<file path="config.mk">
export PLATFORM = sky130hd
export DESIGN_NAME = cpuCore
export DESIGN_NICKNAME = d
export VERILOG_FILES = /design/src/common/sysPkg.sv /design/src/common/isaPkg.sv /design/src/core/regFile.sv /design/src/core/insnDecode.sv /design/src/core/aluExec.sv /design/src/core/cpuCore.sv
export SDC_FILE = /design/constraint.sdc
export NUM_CORES = 2
export LEC_CHECK = 0
export BUFFER_PORTS_ARGS = -buffer_cell sky130_fd_sc_hd__buf_2
export CELL_PAD_IN_SITES_DETAIL_PLACEMENT = 1
export CELL_PAD_IN_SITES_GLOBAL_PLACEMENT = 1
export CORE_MARGIN = 2
export CORE_UTILIZATION = 46
export DETAILED_ROUTE_END_ITERATION = 6
export PLACE_DENSITY = 0.76
export SLEW_MARGIN = 20
export SYNTH_ARGS = -nofsm -noshare
export SYNTH_HDL_FRONTEND = slang
export SYNTH_SLANG_ARGS = --single-unit
</file>
<file path="constraint.sdc">
create_clock -name clk -period 10.8 [get_ports clk]
set_input_delay 1.08 -clock clk [delete_from_list [all_inputs] [get_ports clk]]
set_output_delay 1.08 -clock clk [all_outputs]
set_load 0.01 [all_outputs]
</file>
<file path="src/common/sysPkg.sv">
package sysPkg;

    localparam int WordWidth = 32;

    typedef logic [WordWidth-1:0] wordT;

    // Data side of the core, read data comes back separately
    typedef struct packed {
        wordT addr;
        wordT wdata;
        logic write;   // One-cycle strobe
    } dataBusT;

    // Host port for filling the instruction memory
    typedef struct packed {
        logic we;
        wordT addr;
        wordT data;
    } progLoadT;

endpackage

</file>
<file path="src/common/isaPkg.sv">
package isaPkg;

    // Instruction word layout
    localparam int ImmTypeBit  = 30;
    localparam int StoringBit  = 29;
    localparam int DerefRhsBit = 28;
    localparam int RegZLsb     = 24;
    localparam int RegXLsb     = 20;
    localparam int RegYLsb     = 16;
    localparam int OpLsb       = 12;
    localparam int ImmLsb      = 0;
    localparam int ImmWidth    = 12;

    typedef logic [3:0] regIdxT;

    localparam regIdxT RegZero = 4'd0;   // Always reads as zero
    localparam regIdxT RegPc   = 4'd15;  // Reads as next program counter

    typedef enum logic [3:0] {
        OpOr, OpAnd, OpAdd, OpMul, OpResv4, OpShl, OpLt, OpEq,
        OpGt, OpAndNot, OpXor, OpSub, OpXnor, OpShr, OpNe, OpResv15
    } aluOpT;

    typedef struct packed {
        logic        immType;   // Immediate is the right operand
        logic        storing;
        logic        derefRhs;
        regIdxT      regZ;
        regIdxT      regX;
        regIdxT      regY;
        aluOpT       op;
        logic [31:0] imm;       // Sign-extended
        logic        illegal;
        logic        branch;    // Z is the PC and nothing is stored
    } decodedT;

    localparam logic [31:0] InsnNoop    = 32'h0000_0000;  // or into r0, discarded
    localparam logic [31:0] InsnIllegal = 32'hffff_ffff;

endpackage

</file>
<file path="src/core/regFile.sv">
`timescale 1ns/1ps

module regFile
    import isaPkg::*, sysPkg::*;
(
    input  logic   clk,
    input  logic   reset_n,
    input  logic   en,
    input  logic   writeEn,
    input  regIdxT idxZ,
    input  regIdxT idxX,
    input  regIdxT idxY,
    input  wordT   writeData,
    input  wordT   nextPc,
    output wordT   valueZ,
    output wordT   valueX,
    output wordT   valueY
);

    wordT [14:1] store;  // r1..r14 only
    logic        isStorageZ;
    logic        doWrite;

    function automatic wordT readPort(regIdxT idx, wordT pcValue, wordT [14:1] regs);
        if (idx == RegZero) begin
            return '0;
        end
        if (idx == RegPc) begin
            return pcValue;
        end
        return regs[idx];
    endfunction

    assign valueX = readPort(idxX, nextPc, store);
    assign valueY = readPort(idxY, nextPc, store);
    assign valueZ = readPort(idxZ, nextPc, store);

    assign isStorageZ = (idxZ != RegZero) && (idxZ != RegPc);
    assign doWrite    = en && writeEn && isStorageZ;

    always_ff @(posedge clk) begin
        if (doWrite) begin
            store[idxZ] <= writeData;
        end
    end

    // Writes aimed at r0 or the PC alias leave every register untouched
    assert property (@(posedge clk) disable iff (!reset_n)
        (en && writeEn && !isStorageZ) |=> (store == $past(store)))
        else $error("register file changed on a write to an alias index");

endmodule

</file>
<file path="src/core/insnDecode.sv">
`timescale 1ns/1ps

module insnDecode
    import isaPkg::*, sysPkg::*;
(
    input  wordT    insn,
    output decodedT dec
);

    logic [ImmWidth-1:0] rawImm;
    regIdxT              fieldZ;
    logic                fieldStoring;

    assign rawImm       = insn[ImmLsb +: ImmWidth];
    assign fieldZ       = insn[RegZLsb +: $bits(regIdxT)];
    assign fieldStoring = insn[StoringBit];

    always_comb begin
        dec.immType  = insn[ImmTypeBit];
        dec.storing  = fieldStoring;
        dec.derefRhs = insn[DerefRhsBit];
        dec.regZ     = fieldZ;
        dec.regX     = insn[RegXLsb +: $bits(regIdxT)];
        dec.regY     = insn[RegYLsb +: $bits(regIdxT)];
        dec.op       = aluOpT'(insn[OpLsb +: $bits(aluOpT)]);
        dec.imm      = {{(WordWidth - ImmWidth){rawImm[ImmWidth-1]}}, rawImm};
        dec.illegal  = (insn == InsnIllegal);           // Halts the core
        dec.branch   = (fieldZ == RegPc) && !fieldStoring;
    end

endmodule

</file>
<file path="src/core/aluExec.sv">
`timescale 1ns/1ps

module aluExec
    import isaPkg::*, sysPkg::*;
(
    input  logic  clk,
    input  logic  reset_n,
    input  logic  en,
    input  aluOpT op,
    input  wordT  opX,
    input  wordT  opY,
    input  wordT  addend,
    output wordT  result
);

    logic signed [WordWidth-1:0] sx;
    logic signed [WordWidth-1:0] sy;
    wordT                        opOut;

    assign sx = opX;
    assign sy = opY;

    always_comb begin
        case (op)
            OpOr:     opOut = opX | opY;
            OpAnd:    opOut = opX & opY;
            OpAdd:    opOut = opX + opY;
            OpMul:    opOut = sx * sy;             // Low word of the product
            OpShl:    opOut = opX << opY;          // Full Y, large shifts give zero
            OpLt:     opOut = {WordWidth{sx < sy}};
            OpEq:     opOut = {WordWidth{opX == opY}};
            OpGt:     opOut = {WordWidth{sx > sy}};
            OpAndNot: opOut = opX & ~opY;
            OpXor:    opOut = opX ^ opY;
            OpSub:    opOut = opX - opY;
            OpXnor:   opOut = opX ~^ opY;
            OpShr:    opOut = opX >> opY;          // Logical
            OpNe:     opOut = {WordWidth{opX != opY}};
            OpResv4,
            OpResv15: opOut = '0;
        endcase
    end

    always_ff @(posedge clk) begin
        if (!reset_n) begin
            result <= '0;
        end else if (en) begin
            result <= opOut + addend;
        end
    end

endmodule

</file>
<file path="src/core/cpuCore.sv">
`timescale 1ns/1ps

module cpuCore
    import isaPkg::*, sysPkg::*;
#(
    parameter wordT ResetVector = '0
) (
    input  logic    clk,
    input  logic    reset_n,
    input  logic    en,
    output wordT    iAddr,
    input  wordT    iData,
    output dataBusT bus,
    input  wordT    dRead,
    output logic    halt
);

    logic [3:0] phaseRing;    // One-hot, current phase
    logic [3:0] enRing;       // Fills after reset, gates the phases
    logic [3:0] phase;
    logic       advance;
    wordT       insn;
    wordT       nextPc;
    wordT       fetchTarget;
    decodedT    dec;
    wordT       valueX;
    wordT       valueY;
    wordT       valueZ;
    wordT       rightOp;
    wordT       addend;
    wordT       aluResult;
    wordT       regWrData;

    assign phase       = phaseRing & enRing & {4{~halt}};
    assign advance     = |phase;
    assign fetchTarget = dec.branch ? aluResult : nextPc;

    always_ff @(posedge clk) begin
        if (!reset_n) begin
            phaseRing <= 4'b0001;
            enRing    <= '0;       // Gives one startup cycle
            insn      <= InsnNoop;
            iAddr     <= ResetVector;
            nextPc    <= ResetVector + 1'b1;
            halt      <= 1'b0;
        end else if (en) begin
            enRing <= {enRing[2:0], 1'b1};
            if (advance) begin
                phaseRing <= {phaseRing[2:0], phaseRing[3]};
            end
            if (phase[0]) begin
                insn <= iData;     // Fetch
            end
            if (phase[1]) begin
                halt <= halt | dec.illegal;  // Sticky
            end
            if (phase[2]) begin
                iAddr  <= fetchTarget;
                nextPc <= fetchTarget + 1'b1;
            end
        end
    end

    insnDecode decode (
        .insn (insn),
        .dec  (dec)
    );

    // Immediate and Y swap roles between operand and addend
    assign rightOp = dec.immType ? dec.imm : valueY;
    assign addend  = dec.immType ? valueY : dec.imm;

    aluExec exec (
        .clk     (clk),
        .reset_n (reset_n),
        .en      (en & phase[1]),
        .op      (dec.op),
        .opX     (valueX),
        .opY     (rightOp),
        .addend  (addend),
        .result  (aluResult)
    );

    always_comb begin
        bus.addr  = dec.derefRhs ? aluResult : valueZ;
        bus.wdata = dec.derefRhs ? valueZ : aluResult;
        bus.write = en & dec.storing & phase[2];
    end

    assign regWrData = dec.derefRhs ? dRead : aluResult;  // Load or ALU value

    regFile regs (
        .clk       (clk),
        .reset_n   (reset_n),
        .en        (en),
        .writeEn   (phase[3] & ~dec.storing),
        .idxZ      (dec.regZ),
        .idxX      (dec.regX),
        .idxY      (dec.regY),
        .writeData (regWrData),
        .nextPc    (nextPc),
        .valueZ    (valueZ),
        .valueX    (valueX),
        .valueY    (valueY)
    );

    assert property (@(posedge clk) disable iff (!reset_n)
        bus.write |-> phaseRing[2] ##1 !bus.write)
        else $error("data write outside phase 2 or wider than one cycle");

    assert property (@(posedge clk) $fell(halt) |-> $past(!reset_n))
        else $error("halt dropped without reset");

endmodule

</file>
==> impl_metrics.json <==
{
  "grt_pass1_vias": 61210,
  "gp_congestion": 1.072,
  "path_clk_slew_ns": 0.06,
  "final_cell_mix": "buf_4 (837), nand2_1 (729), nor2_1 (635), inv_1 (614), edfxtp_1 (448)",
  "ys_seq_area_share_pct": 27.27,
  "numCtsBuffers": 69,
  "dp_hpwl_mm": 248.0,
  "tightest_slew_ns": 1.252,
  "first_iter_violations": 6882,
  "path_max_fanout": 13,
  "wl_met2_mm": 140.9,
  "syn_area_um2": 59400,
  "p_switching_mw": 2.567,
  "critPathBufInv": 13,
  "synthTopCellsByArea": "edfxtp_1 (23%), fa_1 (14%), mux4_2 (7.4%)",
  "pin_count": 165,
  "critPathKind": "reg2reg",
  "maxSlewViolCount": 0,
  "peakVddDrop_uv": 203.5,
  "coreArea_um2": 127800,
  "rows": 131,
  "crit_path_end_kind": "flop",
  "p_leak_nw": 27.96,
  "power.internal_mw": 4.654,
  "nets": 7792,
  "slowest_stage": "fa_1",
  "syn2layout_area_growth_pct": 20.03,
  "n_fill_cell": 14310,
  "wl_met1_mm": 109.7,
  "p_per_area_nw_per_um2": 101.3,
  "finalHoldViolCount": 0,
  "syn_inst": 6369,
  "wirelength_mm": 323.0,
  "grt_pass1_wl_mm": 452.2,
  "fmax_ghz": 0.09323,
  "antenna_found_initial": 18,
  "avgRoutedWirePerCell_um": 36.86,
  "p_sw_share_pct": 35.55,
  "clk_path_buf_depth": 3,
  "crit_family": "adder cells",
  "hold_class": "reg2reg",
  "utilization_pct": 55.77,
  "rsz0062_at_grt": "true",
  "yosys.cell_types.count": 101,
  "finalSetupTns_ns": 0,
  "htree_levels": 3,
  "ys.flop_type": "edfxtp_1",
  "met3WireLength_mm": 34.83,
  "yosys.area.top_type": "edfxtp_1",
  "die_h_um": 363.3,
  "clk_latency_ns": 0.71,
  "synth_edf_count": 448,
  "drc_errors": 0,
  "pwr-share-seq_pct": 33.7,
  "io_buffers": 164,
  "cts_tree": "done",
  "setup_viol": 0,
  "min_period_ns": 10.73,
  "synth-async-reset-ratio_pct": 0,
  "r2r_start": "insn[17]$_SDFFE_PN0P_",
  "start_util_pct": 46.46,
  "cts-hold-fix-buffers": 0,
  "comb_power_share_pct": 31.6,
  "final_common_cell": "buf_4",
  "vias_per_cell": 6.757,
  "routed-via-count": 59220,
  "drive_gt1_share_pct": 25.37,
  "critPathArrivalTime_ns": 11.27,
  "synth-seq-cells": 585,
  "syn_nets": 7124,
  "cap_violations": 0,
  "dieArea_um2": 132000,
  "cts.sinks": 585,
  "grt_overflow": 0,
  "yosysWarnings": 0,
  "grtUsageTotal_pct": 48.37,
  "synth_area_per_cell_um2": 9.326,
  "drt_pre_antenna_iters": 6,
  "hold_start": "iAddr[1]$_SDFFE_PN0P_",
  "start_kind": "flop",
  "multi_input_area_um2": 39640,
  "post-route-period-util_pct": 99.31,
  "die_x_um": 363.3,
  "startpoint": "insn[17]$_SDFFE_PN0P_",
  "required_ns": 11.34,
  "fin_worst_skew_ns": 0.05916,
  "synth_top_area_share_pct": 22.65,
  "max_stage_delay_ns": 0.53,
  "ant_nets": 0,
  "run_status": "finished clean",
  "slew_headroom_pct": 16.32,
  "root_buffer": "clkbuf_16",
  "seq_area_um2": 16240,
  "dr.max_layer_used": "met5",
  "pwr-share-clk_pct": 34.8,
  "grt_max_degree": 103
}
[Yosys cell counts, types with 30 or more instances]
cell type and instances:
mux4_2 194, nor3_1 73, inv_1 623, a21oi_1 367, ha_1 277, o21ai_0 382, mux2_2 143, o211ai_1 83
mux2i_1 170, xnor2_1 101, buf_2 58, o221ai_1 61, fa_1 411, edfxtp_1 448, xor2_1 39, a31oi_1 45
nand3_1 120, buf_1 70, a211oi_1 83, a21o_1 41, nor2_1 660, nor2b_1 33, nand2_1 735, a22o_1 40
nand2b_1 30, clkbuf_1 303, dfxtp_1 137, a22oi_1 32, a221oi_1 59
[cells by family after synthesis]
group / Yosys count / share of synthesized area, %
flops: 585 / 27.27
xor+xnor: 150 / 2.446
buf+inv: 1127 / 7.826
fa+ha+maj: 688 / 19.69
simple gates: 1788 / 12.65
compound gates: 1507 / 16.86
mux: 524 / 13.27
[power groups by stage]
stage                     Combinational (mW)  Clock (mW)  Sequential (mW)
after floorplan                         1.05           0             2.46
after global placement                  2.07           0             2.48
after detailed placement                2.10           0             2.48
after CTS                               2.14        2.51             2.43
after global routing                    2.35        2.58             2.43
final                                   2.28        2.51             2.43
[path summary, 6_finish.rpt]
kind / to / slack, ns / cells past startpoint
max: exec.result[31]$_SDFFE_PN0P_ / 0.07 / 52
min: iAddr[1]$_SDFFE_PN0P_ / 0.48 / 2
max reg2reg: exec.result[31]$_SDFFE_PN0P_ / 0.07 / 52
min reg2reg: iAddr[1]$_SDFFE_PN0P_ / 0.48 / 2
[stage by stage]
step	hold slack [ns]	instances	setup slack (ns)	area [um^2]	power [mW]
after global placement	0.4544	8587	-0.8672	67420	4.548
after global routing	0.5101	8759	-0.1844	71280	7.365
after CTS	0.4719	8729	-0.005246	70350	7.081
final	0.4841	8764	0.07402	71290	7.221
after detailed placement	0.4636	8587	-0.9690	67440	4.575
after floorplan	0.4367	6369	-0.06184	59430	3.516
[worst min-delay path: stages, from the launching register on]
cell	delay, ns
dfxtp_1	0.32
nand2_1	0.06
a21oi_1	0.06
[timing repair]
action                                  CTS  global route
pin swaps                                27            87
setup buffers                            17            24
cloned                                    0             1
hold endpoints to repair                  0             0
gates resized for setup                  76           173
endpoints found under the setup margin   17            16
[registers in the layout, summed over array words and instances, names as in the netlist]
| name | count |
|---|---|
| nextPc | 32 |
| iAddr | 32 |
| enRing | 4 |
| regs.store | 448 |
| halt | 1 |
| insn | 32 |
| exec.result | 32 |
| phaseRing | 4 |
[area by class of cell]
type / count / area share, %
multi-input cells: 4657 / 55.60
flip-flops and latches: 585 / 22.77
repair buffers: 1083 / 11.92
inverters: 641 / 3.399
well taps: 1662 / 2.917
clock buffers: 85 / 2.520
clock inverters: 40 / 0.8283
diodes: 11 / 0.03861
[layer usage]
metal  global-route usage [%]  vias to the layer above
met5                   0.1452                        -
met4                    45.20                       18
met3                    13.15                     1447
met2                    73.48                     4101
met1                    55.32                    29780
li1                         -                    23880
No activity file was read; power rests on OpenSTA's default activity.
